[src/hdl/wb_macros.svh]
`ifndef WB_MACROS_SVH
`define WB_MACROS_SVH

// 6-bit exception codes
`define ECODE_INT    6'h00
`define ECODE_ADEF   6'h08
`define ECODE_ALE    6'h09
`define ECODE_SYS    6'h0B
`define ECODE_BRK    6'h0C
`define ECODE_INE    6'h0D

// 14-bit csr numbers
`define CSR_CRMD     14'h0000
`define CSR_PRMD     14'h0001
`define CSR_ESTAT    14'h0005
`define CSR_ERA      14'h0006
`define CSR_BADV     14'h0007
`define CSR_EENTRY   14'h000C
`define CSR_SAVE0    14'h0030

// crmd resets with only DA set
`define CRMD_RESET   32'h0000_0008

// field positions used on exception entry and return
`define CRMD_PLV_IE  2:0
`define ESTAT_ECODE  21:16

`endif

[src/hdl/wb_pkg.sv]
package wb_pkg;

    // the aux word means a write mask or a faulting address,
    // depending on whether the item carries an ale fault
    typedef union packed {
        logic [31:0] csr_wmask;
        logic [31:0] bad_vaddr;
    } aux_word_u;

    typedef struct packed {
        logic has_int;
        logic adef;
        logic ine;
        logic sys;
        logic brk;
        logic ale;
    } excp_flags_t;

    // one instruction item from the memory stage
    typedef struct packed {
        logic [31:0] pc;
        logic        rf_we;
        logic [4:0]  rf_waddr;
        logic [31:0] rf_result;
        logic        res_from_csr;
        logic [13:0] csr_num;
        logic        csr_we;
        logic [31:0] csr_wvalue;
        aux_word_u   aux;
        logic        ertn;
        excp_flags_t flags;
    } mem_to_wb_t;

    // resolved trap record qualified by wb_valid
    typedef struct packed {
        logic        excep;
        logic        ertn;
        logic [5:0]  ecode;
        logic        badv_we;
        logic [31:0] badv;
    } trap_t;

    typedef struct packed {
        logic        we;
        logic [4:0]  waddr;
        logic [31:0] wdata;
    } rf_wr_t;

    typedef struct packed {
        logic        valid;
        logic [31:0] target;
    } redirect_t;

endpackage

[src/hdl/wb_stage_reg.sv]
module wb_stage_reg (
    input  logic               clk,
    input  logic               resetn,
    input  logic               in_valid,
    input  wb_pkg::mem_to_wb_t in_item,
    output logic               wb_valid,
    output wb_pkg::mem_to_wb_t wb_item
);

    logic               valid_q;
    wb_pkg::mem_to_wb_t item_q;

    // stage is always ready so valid simply follows the strobe
    always_ff @(posedge clk) begin
        if (!resetn) begin
            valid_q <= 1'b0;
        end else begin
            valid_q <= in_valid;
        end
    end

    // a bubble keeps the old payload
    always_ff @(posedge clk) begin
        if (in_valid) begin
            item_q <= in_item;
        end
    end

    assign wb_valid = valid_q;
    assign wb_item  = item_q;

endmodule

[src/hdl/wb_excp_resolver.sv]
`include "wb_macros.svh"

module wb_excp_resolver (
    input  logic               wb_valid,
    input  wb_pkg::mem_to_wb_t wb_item,
    output wb_pkg::trap_t      trap
);

    wb_pkg::excp_flags_t flags;
    logic                any_excp;
    logic                ale_cause;
    logic [5:0]          ecode;

    assign flags    = wb_item.flags;
    assign any_excp = |flags;

    // ale has the lowest priority, so it is the cause only when alone
    assign ale_cause = flags.ale & ~(flags.has_int | flags.adef | flags.ine |
                                     flags.sys | flags.brk);

    // fixed priority order is int, adef, ine, sys, brk, ale
    always_comb begin
        if (flags.has_int) begin
            ecode = `ECODE_INT;
        end else if (flags.adef) begin
            ecode = `ECODE_ADEF;
        end else if (flags.ine) begin
            ecode = `ECODE_INE;
        end else if (flags.sys) begin
            ecode = `ECODE_SYS;
        end else if (flags.brk) begin
            ecode = `ECODE_BRK;
        end else if (flags.ale) begin
            ecode = `ECODE_ALE;
        end else begin
            ecode = 6'h00;
        end
    end

    always_comb begin
        trap         = '0;
        trap.excep   = wb_valid & any_excp;
        trap.ertn    = wb_valid & wb_item.ertn & ~any_excp;
        trap.ecode   = wb_valid ? ecode : 6'h00;
        trap.badv_we = wb_valid & ale_cause;
        // aux word holds the faulting address here
        trap.badv    = wb_item.aux.bad_vaddr;
    end

endmodule

[src/hdl/wb_csr_file.sv]
`include "wb_macros.svh"

module wb_csr_file (
    input  logic               clk,
    input  logic               resetn,
    input  logic               wb_valid,
    input  wb_pkg::mem_to_wb_t wb_item,
    input  wb_pkg::trap_t      trap,
    output logic [31:0]        csr_rvalue,
    output logic [31:0]        ex_entry,
    output logic [31:0]        era
);

    logic [31:0] csr_crmd;
    logic [31:0] csr_prmd;
    logic [31:0] csr_estat;
    logic [31:0] csr_era;
    logic [31:0] csr_badv;
    logic [31:0] csr_eentry;
    logic [31:0] csr_save0;

    logic        csr_wr_en;
    logic [31:0] wr_mask;
    logic [31:0] wr_merged;

    // read port gives zero for unknown numbers
    always_comb begin
        case (wb_item.csr_num)
            `CSR_CRMD: begin
                csr_rvalue = csr_crmd;
            end
            `CSR_PRMD: begin
                csr_rvalue = csr_prmd;
            end
            `CSR_ESTAT: begin
                csr_rvalue = csr_estat;
            end
            `CSR_ERA: begin
                csr_rvalue = csr_era;
            end
            `CSR_BADV: begin
                csr_rvalue = csr_badv;
            end
            `CSR_EENTRY: begin
                csr_rvalue = csr_eentry;
            end
            `CSR_SAVE0: begin
                csr_rvalue = csr_save0;
            end
            default: begin
                csr_rvalue = 32'h0000_0000;
            end
        endcase
    end

    // a trapping item never writes
    assign csr_wr_en = wb_valid & wb_item.csr_we & ~trap.excep & ~trap.ertn;

    // aux word is the write mask for a non-faulting item
    assign wr_mask = wb_item.aux.csr_wmask;

    // read value is the old contents of the addressed csr
    assign wr_merged = (csr_rvalue & ~wr_mask) | (wb_item.csr_wvalue & wr_mask);

    always_ff @(posedge clk) begin
        if (!resetn) begin
            csr_crmd   <= `CRMD_RESET;
            csr_prmd   <= 32'h0000_0000;
            csr_estat  <= 32'h0000_0000;
            csr_era    <= 32'h0000_0000;
            csr_badv   <= 32'h0000_0000;
            csr_eentry <= 32'h0000_0000;
            csr_save0  <= 32'h0000_0000;
        end else if (trap.excep) begin
            // exception entry saves plv/ie and drops to kernel with ints off
            csr_prmd[`CRMD_PLV_IE]   <= csr_crmd[`CRMD_PLV_IE];
            csr_crmd[`CRMD_PLV_IE]   <= 3'b000;
            csr_era                  <= wb_item.pc;
            csr_estat[`ESTAT_ECODE]  <= trap.ecode;
            if (trap.badv_we) begin
                csr_badv <= trap.badv;
            end
        end else if (trap.ertn) begin
            csr_crmd[`CRMD_PLV_IE] <= csr_prmd[`CRMD_PLV_IE];
        end else if (csr_wr_en) begin
            case (wb_item.csr_num)
                `CSR_CRMD: begin
                    csr_crmd <= wr_merged;
                end
                `CSR_PRMD: begin
                    csr_prmd <= wr_merged;
                end
                `CSR_ESTAT: begin
                    csr_estat <= wr_merged;
                end
                `CSR_ERA: begin
                    csr_era <= wr_merged;
                end
                `CSR_BADV: begin
                    csr_badv <= wr_merged;
                end
                `CSR_EENTRY: begin
                    csr_eentry <= wr_merged;
                end
                `CSR_SAVE0: begin
                    csr_save0 <= wr_merged;
                end
                default: begin
                end
            endcase
        end
    end

    assign ex_entry = csr_eentry;
    assign era      = csr_era;

endmodule

[src/hdl/wb_commit.sv]
module wb_commit (
    input  logic               wb_valid,
    input  wb_pkg::mem_to_wb_t wb_item,
    input  wb_pkg::trap_t      trap,
    input  logic [31:0]        csr_rvalue,
    input  logic [31:0]        ex_entry,
    input  logic [31:0]        era,
    output wb_pkg::rf_wr_t     rf_wr,
    output wb_pkg::redirect_t  redirect,
    output logic [31:0]        debug_pc
);

    logic flush;
    logic [31:0] wdata;

    // trap record is already qualified by wb_valid
    assign flush = trap.excep | trap.ertn;

    // csr reads return the csr value instead of the alu result
    assign wdata = wb_item.res_from_csr ? csr_rvalue : wb_item.rf_result;

    always_comb begin
        rf_wr.we    = wb_valid & wb_item.rf_we & ~flush;
        rf_wr.waddr = wb_item.rf_waddr;
        rf_wr.wdata = wdata;
    end

    // exception goes to eentry, ertn back to era
    always_comb begin
        redirect.valid  = flush;
        redirect.target = trap.excep ? ex_entry : era;
    end

    assign debug_pc = wb_item.pc;

endmodule

[src/hdl/wb_commit_top.sv]
module wb_commit_top (
    input  logic               clk,
    input  logic               resetn,
    input  logic               in_valid,
    input  wb_pkg::mem_to_wb_t in_item,
    output wb_pkg::rf_wr_t     rf_wr,
    output wb_pkg::redirect_t  redirect,
    output logic [31:0]        debug_pc
);

    logic               wb_valid;
    wb_pkg::mem_to_wb_t wb_item;
    wb_pkg::trap_t      trap;
    logic [31:0]        csr_rvalue;
    logic [31:0]        ex_entry;
    logic [31:0]        era;

    wb_stage_reg u_stage_reg (
        .clk      (clk),
        .resetn   (resetn),
        .in_valid (in_valid),
        .in_item  (in_item),
        .wb_valid (wb_valid),
        .wb_item  (wb_item)
    );

    wb_excp_resolver u_excp_resolver (
        .wb_valid (wb_valid),
        .wb_item  (wb_item),
        .trap     (trap)
    );

    // csr state updates at the next edge from the same trap record
    wb_csr_file u_csr_file (
        .clk        (clk),
        .resetn     (resetn),
        .wb_valid   (wb_valid),
        .wb_item    (wb_item),
        .trap       (trap),
        .csr_rvalue (csr_rvalue),
        .ex_entry   (ex_entry),
        .era        (era)
    );

    wb_commit u_commit (
        .wb_valid   (wb_valid),
        .wb_item    (wb_item),
        .trap       (trap),
        .csr_rvalue (csr_rvalue),
        .ex_entry   (ex_entry),
        .era        (era),
        .rf_wr      (rf_wr),
        .redirect   (redirect),
        .debug_pc   (debug_pc)
    );

endmodule

[config.mk]
export PLATFORM = sky130hd
export DESIGN_NAME = wb_commit_top
export DESIGN_NICKNAME = d
export VERILOG_FILES = /design/src/hdl/wb_pkg.sv /design/src/hdl/wb_stage_reg.sv /design/src/hdl/wb_excp_resolver.sv /design/src/hdl/wb_csr_file.sv /design/src/hdl/wb_commit.sv /design/src/hdl/wb_commit_top.sv
export VERILOG_INCLUDE_DIRS = /design/src /design/src/hdl
export SDC_FILE = /design/constraint.sdc
export NUM_CORES = 1
export LEC_CHECK = 0
export BUFFER_PORTS_ARGS = -buffer_cell sky130_fd_sc_hd__buf_2
export CORE_MARGIN = 2
export CORE_UTILIZATION = 32
export CTS_CLUSTER_DIAMETER = 80
export CTS_CLUSTER_SIZE = 30
export DETAILED_ROUTE_END_ITERATION = 12
export GPL_TIMING_DRIVEN = 0
export SYNTH_ARGS = -nofsm -noshare
export SYNTH_HDL_FRONTEND = slang
export SYNTH_HIERARCHICAL = 1
export SYNTH_SLANG_ARGS = --single-unit
[constraint.sdc]
create_clock -name clk -period 4.7 [get_ports clk]
set_input_delay 0.705 -clock clk [delete_from_list [all_inputs] [get_ports clk]]
set_output_delay 0.705 -clock clk [all_outputs]
set_load 0.02 [all_outputs]
; ---- Word-level counts from Yosys, hierarchy flattened
; Index checks and enable logic that the tools add are counted.
[totals]
register_bits = 382
elab_cells = 110
inputBits = 160
output_inout_bits = 103
[op_classes]
bitwise_logic = 25
n_reduce_logical = 20
eq_ne = 8
muxes = 30
[op_table]
columns = cell, count
row1 = 32-bit two-way mux, 11
row2 = 32-bit case mux with 7 select lines, 1
row3 = 22-bit two-way mux, 3
row4 = 32-bit bitwise AND, 2
row5 = 14-bit by 3-bit == test with 1-bit output (second input constant), 3
row6 = 6-bit two-way mux, 7
row7 = 32-bit inverter, 1
row8 = 32-bit OR, 1
row9 = 4-bit AND reduction, 6
row10 = 3-bit two-way mux, 7
row11 = 14-bit by 1-bit == test with 1-bit output (second input constant), 1
row12 = 14-bit by 4-bit == test with 1-bit output (second input constant), 1
row13 = 14-bit by 6-bit == test with 1-bit output (second input constant), 1
row14 = 14-bit logical NOT, 1
row15 = 2-bit nonzero test, 7
row16 = 1-bit bitwise AND, 10
row17 = 3-bit AND reduction, 3
row18 = 1-bit inverter, 6
row19 = 6-bit OR reduction, 1
row20 = 1-bit OR, 5
row21 = 4-bit two-way mux, 1
row22 = 2-bit by 1-bit inequality test with 1-bit output (second input constant), 1
row23 = 2-bit inequality test (second input constant), 1
row24 = 2-bit AND reduction, 1
row25 = 2-bit OR reduction, 1

; ---- Logic depth before layout (Yosys ltp)
; Gate-level depths: netlist of the first run.
[logic_depth]
ltp_word = 9
ltp_mapped = 9
ltp_nobuf = 7

; ---- Modules after synthesis
; Netlist of the first run, hierarchy kept.
[modules_own_cells]
columns = mod, cells_per_inst, seq_area_each_um2, n_inst, area_each_um2
row1 = wb_csr_file, 1417, 4484.3, 1, 11932.7
row2 = wb_stage_reg, 159, 4734.5, 1, 4740.8
row3 = wb_commit, 112, 0.0, 1, 1358.8
row4 = wb_excp_resolver, 51, 0.0, 1, 369.1

; ---- Worst setup path after synthesis of the first run
; No wires, ideal clock.
[synth_timing]
path_kind = register -> output
from = reg u_stage_reg.item_q (netlist bit u_stage_reg/wb_item[74])
to = out rf_wr[18] (netlist bit)
stages_incl_launch_ff = 9
t_required_ns = 3.995
slack_ns = 2.070
path_buffers = 3
arrival_ns = 1.925
path_cell_list = edfxtp_1 buf_2 and2_1 clkbuf_1 clkbuf_1 a31oi_1 a21oi_2 or2_2 mux2_4
[synth_rtl]
columns = item, line
row1 = start: declaration, wb_stage_reg.sv:11  ; wb_pkg::mem_to_wb_t item_q;
row2 = start signal: assignment, wb_stage_reg.sv:25  ; item_q <= in_item;
row3 = end: declaration, wb_commit_top.sv:6  ; output wb_pkg::rf_wr_t rf_wr,

==> results.cfg, run 1 <==
[yosys]
yosys.area_share.simple_pct = 11.2
synthAdderAreaFrac_pct = 0
yosys_warnings = 6
synth_compound_area_share_pct = 25.0
synth_seq_cells = 382
synth_top_family_by_area = compound AO/OA/AOI/OAI gates
synth_xor_area_share_pct = 0
synthMuxAreaShare_pct = 7.06
synth_top_cell_by_area = edfxtp_1
synth.top_cell.area_share_pct = 25.6
seq_area_frac_synth_pct = 50.1
syn_area_um2 = 18400
synth_cells = 1739
ys_types = 53
syn_area_per_cell_um2 = 10.6
ys_top_cells_by_area = edfxtp_1 (26%), dfxtp_1 (24%), o311ai_0 (7.0%), mux2_4 (4.7%), a21oi_1 (3.9%)

[floorplanning]
fp.dieH_um = 244
die-width_um = 244
ios = 263
die-area_um2 = 59400
rows = 87
core_um2 = 56600
start_util_pct = 32.5

[placed_design]
place_hpwl_um = 46100
place.port_buffers = 262
place.gp.congestion = 0.901
pre_cts_ws_ns = 0.837

[drt]
vias = 16100
drc = 0
drtIter0Drc = 1786
ant_nets = 0
dr.pass1.iters = 6
via_per_inst = 5.73
wl_per_cell_um = 23.8
wl_um = 67000

[sta]
min_period_ns = 4.36
rsz0062_at_grt = false
tightest_slew_ns = 0.991
tns_ns = 0
drv_slew = 0
hold_viol_final = 0
fmax_ghz = 0.229
relSlewSlack_pct = 33.9
setup_viol = 0
fin_ws_ns = 0.338
skew_ns = 0.0299
period_share_pct = 92.8

[grt]
grt_pass1_vias = 15500
grt_max_degree = 91
grt_usage_pct = 21.6
grt_pass1_wl_um = 97700
antenna_found_initial = 2
grt.overflow.total = 0

[critical_path]
reg2reg_from = u_stage_reg/wb_item[3]
worstPathArrival_ns = 3.66
required_ns = 3.99
cp_cell_sequence = nor4_4, clkbuf_1, nand3_1, a21oi_1, or2_2, mux2_4, buf_2
rr_worst_depth = 8
start_kind = register
path_buf_inv = 2
critPathSlowestCell = nor4_4
cp.depth = 7
r2r-end = u_csr_file/csr_estat[16]
critical-path-top-delay-family = simple AND/OR/NAND/NOR gates
slowest_delay_ns = 0.74
endpoint_kind = output port
crit_path_max_fanout = 10
critPathKind = register to output port
rrSetupSlack_ns = 0.87

[final_layout]
final_nets = 2193
drive_above_1_share_pct = 28.2
synthToLayoutAreaGrowth_pct = 18.3

[clock_network]
postCtsSetupBuffers = 0
clk_latency_ns = 0.60
cts_buffers = 28
cts.clk_slew.worst_paths_ns = 0.09
hold_buffers = 0
htree_levels = 1
clock-sinks = 382
cts_root_buffer = clkbuf_16
cts_resized = 0
cts_tree = done
cts_buffer_depth = 3

[pwr]
p_per_area_nw_per_um2 = 338
cellLeakagePower_uw = 0.00758
peakVddDrop_v = 0.000302
finalPower_uw = 7350

[min_path]
whs_path_depth = 1
hold_end = u_stage_reg/wb_item[91]
min-delay-start = in_item[91]
hold_path.class = primary input to register

[run_status]
status = finished, final reports clean

[job]
cap_violations = 0
worst max path at each step:
stage	start	endpoint	slack (ns)
final	u_stage_reg/wb_item[77]	rf_wr[21]	0.34
after global routing	u_stage_reg/wb_item[77]	rf_wr[21]	0.27
after CTS	u_stage_reg/wb_item[73]	rf_wr[21]	0.18
after detailed placement	u_stage_reg/wb_item[73]	rf_wr[19]	0.84
after global placement	in_valid	u_stage_reg/wb_item[22]	0.80
after floorplan	u_stage_reg/wb_item[74]	rf_wr[18]	2.07
logic make-up (layout without fill, tap and decap cells):
kind of cell | count (synthesis) | count (layout)
compound gates | 671 | 671
simple gates | 371 | 371
flops | 382 | 382
mux | 96 | 96
buf+inv | 218 | 533
other cells | 1 | 3
layout make-up:
class / instances / area [um2]
Tap cell: 756 / 946
Clock inverter: 22 / 310
Fill cell: 5650 / 34800
Multi-Input combinational cell: 1140 / 7980
Antenna cell: 1 / 2.50
Inverter: 6 / 22.5
Clock buffer: 30 / 751
Buffer: 212 / 1190
Timing Repair Buffer: 263 / 1350
Sequential cell: 382 / 9220
worst register-to-register path, cell delays in order, from the launching register on:
cell	delay, ns
edfxtp_1	0.47
nor4_2	0.41
a21boi_1	0.35
and3b_1	0.46
nand4_1	0.30
nor3_2	0.50
clkbuf_1	0.64
o311ai_0	0.40
a21oi_1	0.21
metrics by stage:
step                instances  hold slack, ns  utilization, %  area [um2]
finish                   2812           0.273            38.5       21800
global route             2811           0.243            38.5       21800
CTS                      2811           0.243            38.4       21800
detailed placement       2759           0.439            36.6       20700
global placement         2758           0.436            36.5       20700
floorplan                1740           0.424               -       18400
metal layers:
metal	up-vias	share of wire [%]	track usage, %
li1	7301	-	-
met2	863	45	34.3
met5	-	0.019	0
met1	7775	42	28.8
met4	2	3.9	8.07
met3	168	9.1	4.52
power by group:
part / switching [uW] / internal [uW]
sequential: 111 / 3600
combinational: 525 / 330
clock: 1460 / 1330
total: 2100 / 5250
synthesized netlist by cell type, drive strengths merged:
library cell	instances
a21oi	155
or2b	1
nand2	155
or3	4
nor4b	32
a22oi	32
o31ai	34
or3b	1
o31a	1
nand4	35
clkinv	1
nor4	5
a31oi	64
nor2b	5
and4bb	2
and3b	3
o21ai	105
inv	5
nand4bb	1
mux2	96
nand2b	35
nor3b	2
o2bb2ai	28
and2	4
buf	118
clkbuf	94
a21boi	89
dfxtp	225
edfxtp	157
nand3	36
nor2	3
and4	1
or2	34
nor3	10
conb	1
nand4b	2
o311ai	163
layout by cell type, fill, tap and decap left out, drive strengths merged, types with 3 or more instances in the layout:
master | netlist | routed
a22oi | 32 | 32
or3 | 4 | 4
clkbuf | 94 | 124
o21ai | 105 | 105
a21boi | 89 | 89
nor4b | 32 | 32
or2 | 34 | 34
nand4 | 35 | 35
nand3 | 36 | 36
buf | 118 | 381
clkinv | 1 | 9
nor2 | 3 | 3
and3b | 3 | 3
o311ai | 163 | 163
o2bb2ai | 28 | 28
a31oi | 64 | 64
nor2b | 5 | 5
a21oi | 155 | 155
nor3 | 10 | 10
inv | 5 | 17
edfxtp | 157 | 157
mux2 | 96 | 96
nand2b | 35 | 35
dfxtp | 225 | 225
nor4 | 5 | 5
nand2 | 155 | 155
and2 | 4 | 4
o31ai | 34 | 34
registers in the layout (all words and copies together) (netlist names):
| register | cells |
|---|---|
| u_stage_reg/wb_valid | 1 |
| u_csr_file/csr_badv | 32 |
| u_csr_file/era | 32 |
| u_csr_file/csr_crmd | 32 |
| u_csr_file/csr_prmd | 32 |
| u_csr_file/csr_save0 | 32 |
| u_csr_file/csr_estat | 32 |
| u_csr_file/ex_entry | 32 |
| u_stage_reg/wb_item | 157 |
Power figures use the tool's default switching activity.
==> run 2, diff against run 1 <==
--- a/config.mk
+++ b/config.mk
@@ -13,6 +13,7 @@
 export CTS_CLUSTER_SIZE = 30
 export DETAILED_ROUTE_END_ITERATION = 12
 export GPL_TIMING_DRIVEN = 0
+export REMOVE_ABC_BUFFERS = 1
 export SYNTH_ARGS = -nofsm -noshare
 export SYNTH_HDL_FRONTEND = slang
 export SYNTH_HIERARCHICAL = 1
==> run 2 against run 1 <==
Clock skew up 0.015 ns; fmax is 6.3% lower; register-to-register slack worse by 0.02 ns; clock power down 7.9%; power fell by 3.7%; global-route usage is 2.7 points lower; utilization decreased by 0.57 points; critical path type unchanged; largest power group unchanged.
==> results.cfg, run 2 (synthesis results as in run 1) <==
[run_status]
status = finished, final reports clean

[clock_network]
cts_root_buffer = clkbuf_16
clock-sinks = 382
cts.clk_slew.worst_paths_ns = 0.10
cts_buffers = 26
cts_tree = done
htree_levels = 1
clk_latency_ns = 0.62
cts_buffer_depth = 3

[final_layout]
drive_above_1_share_pct = 28.0
final_nets = 2025
layout.cells.most_common_list = buf_2 (260), dfxtp_1 (225), edfxtp_1 (157)
insertedDiodeCount = 0
synthToLayoutAreaGrowth_pct = 16.5
layout_commonest_cell = buf_2
largest_reg_flops = 157

[floorplanning]
rows = 87
fp.dieH_um = 244
core_um2 = 56600
die-width_um = 244
ios = 263
start_util_pct = 32.5
die-area_um2 = 59400

[grt]
grt_usage_pct = 18.9
grt.overflow.total = 0
grt_pass1_vias = 14600
antenna_found_initial = 0
grt_max_degree = 90
grt_pass1_wl_um = 87400

[critical_path]
cp.depth = 6
endpoint_kind = output port
cp_cell_sequence = nor4_4, nand4b_4, a21oi_1, or2_2, mux2_4, buf_2
critPathKind = register to output port
rrSetupSlack_ns = 0.85
start_kind = register
path_buf_inv = 1
worstPathArrival_ns = 3.95
crit_path_max_fanout = 33
critical-path-top-delay-family = simple AND/OR/NAND/NOR gates
required_ns = 3.99
critPathSlowestCell = nand4b_4
rr_worst_depth = 9
slowest_delay_ns = 0.81

[drt]
drtIter0Drc = 1263
vias = 15100
wl_um = 58700
drc = 0
wl_per_cell_um = 22.2
ant_nets = 0
via_per_inst = 5.71
dr.pass1.iters = 8

[pwr]
peakVddDrop_v = 0.000298
cellLeakagePower_uw = 0.00736
p_per_area_nw_per_um2 = 330

[sta]
drv_slew = 0
rsz0062_at_grt = true
hold_ws_ns = 0.257
tns_ns = 0
setup_viol = 0
period_share_pct = 99.1
hold_viol_final = 0
tightest_slew_ns = 1.17
min_period_ns = 4.66
fmax_ghz = 0.215
relSlewSlack_pct = 21.7
skew_ns = 0.0454

[placed_design]
place.port_buffers = 262
place.gp.congestion = 0.787
place_hpwl_um = 38800

[min_path]
hold_path.class = primary input to register
whs_path_depth = 1

[job]
cap_violations = 0
==> run 2: cell types whose count changed in the layout (fill, tap and decap cells not counted), moves of 6 or more <==
cell	delta
buf_4	-70
buf_6	+7
buf_16	+20
buf_1	-11
clkbuf_1	-93
buf_2	-27
buf_8	+6
==> run 2: path summary, 6_finish.rpt <==
path	startpoint	end
max	u_stage_reg/wb_item[77]	rf_wr[1]
min	in_item[0]	u_stage_reg/wb_item[0]
max reg2reg	u_stage_reg/wb_item[3]	u_csr_file/csr_estat[24]
min reg2reg	u_csr_file/csr_estat[4]	u_csr_file/csr_estat[4]
==> run 2: area by class of cell <==
type	count	area, um2
sequential	382	9220
tap	756	946
multi-input combinational	1140	8050
inverter	6	23.8
fill	5591	35200
clock inverter	20	262
timing repair buffer	309	2260
clock buffer	28	678
==> run 2: through the flow <==
| stage | utilization [%] | instances | total power, uW | setup slack, ns | cell area [um2] |
|---|---|---|---|---|---|
| floorplan | - | 1528 | 4150 | -4.83 | 17200 |
| global placement | 34.4 | 2546 | 4520 | -11.58 | 19500 |
| detailed placement | 36.2 | 2592 | 4580 | 0.449 | 20500 |
| CTS | 37.9 | 2641 | 7160 | 0.148 | 21400 |
| global route | 37.9 | 2641 | 7340 | -0.0895 | 21400 |
| finish | 37.9 | 2641 | 7080 | 0.0425 | 21400 |
==> run 2: layer usage <==
metal | GRT usage, % | routed length [um] | vias to the layer above
met5 | 0 | 0 | -
met4 | 6.24 | 1730 | 0
met3 | 2.94 | 4620 | 126
met2 | 31.0 | 27400 | 731
met1 | 25.3 | 24900 | 7260
li1 | - | - | 6967
==> run 2: power breakdown <==
part	leakage, uW	internal [uW]	switching (uW)
registers	0.00336	3600	109
logic	0.00355	320	483
clock network	0.000447	1190	1380
total	0.00736	5110	1970
==> run 2: timing repair <==
| item | 4_1_cts | 5_1_grt |
|---|---|---|
| setup buffers | 1 | 0 |
| hold buffers | 0 | 0 |
| endpoints found under the hold margin | 0 | 0 |
| setup endpoints to repair | 32 | 15 |
| gates resized for setup | 0 | 0 |
==> run 3, diff against run 2 <==
--- a/config.mk
+++ b/config.mk
@@ -6,6 +6,7 @@
 export SDC_FILE = /design/constraint.sdc
 export NUM_CORES = 1
 export LEC_CHECK = 0
+export ABC_AREA = 1
 export BUFFER_PORTS_ARGS = -buffer_cell sky130_fd_sc_hd__buf_2
 export CORE_MARGIN = 2
 export CORE_UTILIZATION = 32
==> constraint.sdc (replaced) <==
create_clock -name clk -period 5.96 [get_ports clk]
set_input_delay 0.894 -clock clk [delete_from_list [all_inputs] [get_ports clk]]
set_output_delay 0.894 -clock clk [all_outputs]
set_load 0.02 [all_outputs]
==> run 3 against run 2 <==
Worst setup slack better by 0.38 ns; sequential power is 22% lower; register-to-register slack got worse by 0.42 ns; clock skew down 0.015 ns; combinational power decreased by 39%; worst hold slack gained 0.20 ns; die area decreased by 0.47%; non-clock buffer count shrank 25; global-route usage fell by 1.2 points; area after synthesis fell by 0.48%; critical path type is now register to register.
==> results.cfg, run 3 <==
[run_status]
status = finished, final reports clean

[pwr]
peakVddDrop_v = 0.000217
cellLeakagePower_uw = 0.00918
p_per_area_nw_per_um2 = 256

[grt]
met1_usage_pct = 24.4
grt_usage_pct = 17.7
grt_pass1_vias = 15100
grt_max_degree = 118
gr-usage-met3_pct = 2.89
grt.met2_usage_pct = 28.6
grt_busiest_layer = met2
grt_pass1_wl_um = 83400
grt.overflow.total = 0
antenna_found_initial = 0

[job]
cap_violations = 0

[drt]
via_per_inst = 5.15
ant_nets = 0
drtIter0Drc = 1470
vias = 16000
drc = 0
wl_per_cell_um = 17.6
dr.pass1.iters = 6
wl_um = 54700

[yosys]
synth_edf_count = 157
synthAdderAreaFrac_pct = 0
synthMuxAreaShare_pct = 0
yosys.area_share.simple_pct = 25.8
synth.top_cell.area_share_pct = 25.7
synth_top_family_by_area = simple AND/OR/NAND/NOR gates
seq_area_frac_synth_pct = 50.3
ys_types = 31
yosys_warnings = 6
synth_seq_cells = 382
synth_compound_area_share_pct = 13.7
synth.most_common_cell = nand2_1
synth_cells = 2239
synth_top_cell_by_area = edfxtp_1
synth_ff_type = dfxtp_1
syn_area_per_cell_um2 = 8.18
async_flop_share_pct = 0
synth_xor_area_share_pct = 0
ys_top_cells_by_area = edfxtp_1 (26%), dfxtp_1 (25%), nand2_1 (9.2%), nand3_1 (7.4%), a21oi_1 (7.1%)
syn_area_um2 = 18300
synth_commonest_cells = nand2_1 (450), nand3_1 (271), a21oi_1 (258)

[clock_network]
htree_levels = 1
cts.clk_slew.worst_paths_ns = 0.09
cts_tree = done
clk_latency_ns = 0.60
cts_buffer_depth = 3
cts_root_buffer = clkbuf_16
hold_buffers = 0
cts_buffers = 27
clock-sinks = 382

[final_layout]
layoutNonFillerInstCount = 3112
layout.cells.most_common_list = nand2_1 (449), nand3_1 (271), buf_2 (260)
fillers = 5774
utilization_pct = 36.7
multi_input_area_um2 = 7280
drive_above_1_share_pct = 19.5
ff_latch_area_um2 = 9220
largest_reg_flops = 157
layout_commonest_cell = nand2_1
final_nets = 2495
insertedDiodeCount = 0
synthToLayoutAreaGrowth_pct = 13.2

[sta]
relSlewSlack_pct = 13.4
drv_slew = 0
period_share_pct = 92.9
skew_ns = 0.0305
setup_viol = 0
min_period_ns = 5.53
fmax_ghz = 0.181
rsz0062_at_grt = false
tightest_slew_ns = 1.30
hold_viol_final = 0

[floorplanning]
core_um2 = 56500
die-width_um = 243
rows = 87
die-area_um2 = 59200
fp.dieH_um = 243
start_util_pct = 32.4
ios = 263

[placed_design]
place.port_buffers = 262
dp_cells = 3062
place.gp.congestion = 0.836
place_hpwl_um = 35300

[critical_path]
crit_path_max_fanout = 117
critPathSlowestCell = clkinv_2
worstPathArrival_ns = 6.03
start_kind = register
critPathKind = register to register
slowest_delay_ns = 1.13
endpoint_kind = register
required_ns = 6.46
cp_cell_sequence = nor2_2, nand3_2, nand2_1, inv_4, buf_16, inv_6, nand3_1, nor2_2, nand3_2, clkinv_2, nand4_1, a21oi_1

[min_path]
hold_path.class = primary input to register
-- run 3: cell types whose count changed after synthesis, sizes merged, moves of 96 or more --
| cell | change |
|---|---|
| o311ai | -163 |
| nand3 | +270 |
| a21oi | +103 |
| mux2 | -96 |
| inv | +132 |
| nor2 | +152 |
| nand2 | +332 |
-- run 3: cells by family (layout without fill, tap and decap cells) --
family | after synthesis | count (layout)
AO/OA/AOI/OAI | 475 | 475
buffers and inverters | 357 | 473
other | 1 | 2
flip-flops | 382 | 382
AND/OR/NAND/NOR | 1024 | 1024
-- run 3: area by class of cell --
| type | instances | share of cell area (%) |
|---|---|---|
| Timing Repair Buffer | 284 | 8.94 |
| Sequential cell | 382 | 44.5 |
| Multi-Input combinational cell | 1501 | 35.1 |
| Clock inverter | 22 | 1.02 |
| Inverter | 139 | 2.64 |
| Clock buffer | 28 | 3.28 |
| Tap cell | 756 | 4.56 |
-- run 3: per-layer routing --
metal	up-vias	share of wire, %
met3	109	7.6
met2	644	46
li1	7738	-
met1	7522	44
met5	-	0
met4	0	3.0
-- run 3: worst max-delay path: cells and delay by family, from the launching register on --
family          cells  cell delay, ns
buf+inv             4            2.40
simple gates        7            2.24
compound gates      1            0.19
flops               1            0.45
-- run 3: power breakdown --
part | switching, uW | internal (uW)
sequential | 48.7 | 2830
combinational | 331 | 159
clock | 1060 | 887
-- run 3: final timing paths --
| check | from | endpoint | slack [ns] | cells after the start |
|---|---|---|---|---|
| worst max register to register | u_stage_reg/wb_item[3] | u_csr_file/era[4] | 0.43 | 12 |
| worst max-delay path | u_stage_reg/wb_item[3] | u_csr_file/era[4] | 0.43 | 12 |
| worst min register to register | u_csr_file/csr_crmd[3] | u_csr_file/csr_crmd[3] | 0.53 | 2 |
| worst min-delay path | in_item[142] | u_stage_reg/wb_item[142] | 0.45 | 1 |
-- run 3: timing repair --
| action | in CTS | in global routing |
|---|---|---|
| setup buffers | 0 | 0 |
| setup endpoints to repair | 0 | 32 |
| resized for setup | 0 | 1 |
| hold endpoints to repair | 0 | 0 |
-- run 3: per-stage QoR --
step	worst slack, ns	total power (uW)	setup TNS (ns)	hold slack (ns)	cell area (um2)
3_3_place_gp	-5.95	3410	-1254.53	0.464	19300
6_report	0.426	5310	0	0.453	20700
3_5_place_dp	0.324	3430	0	0.510	19800
5_1_grt	0.0238	5530	0	0.426	20700
2_1_floorplan	-1.77	3180	-247.39	0.449	17000
4_1_cts	0.285	5390	0	0.414	20700
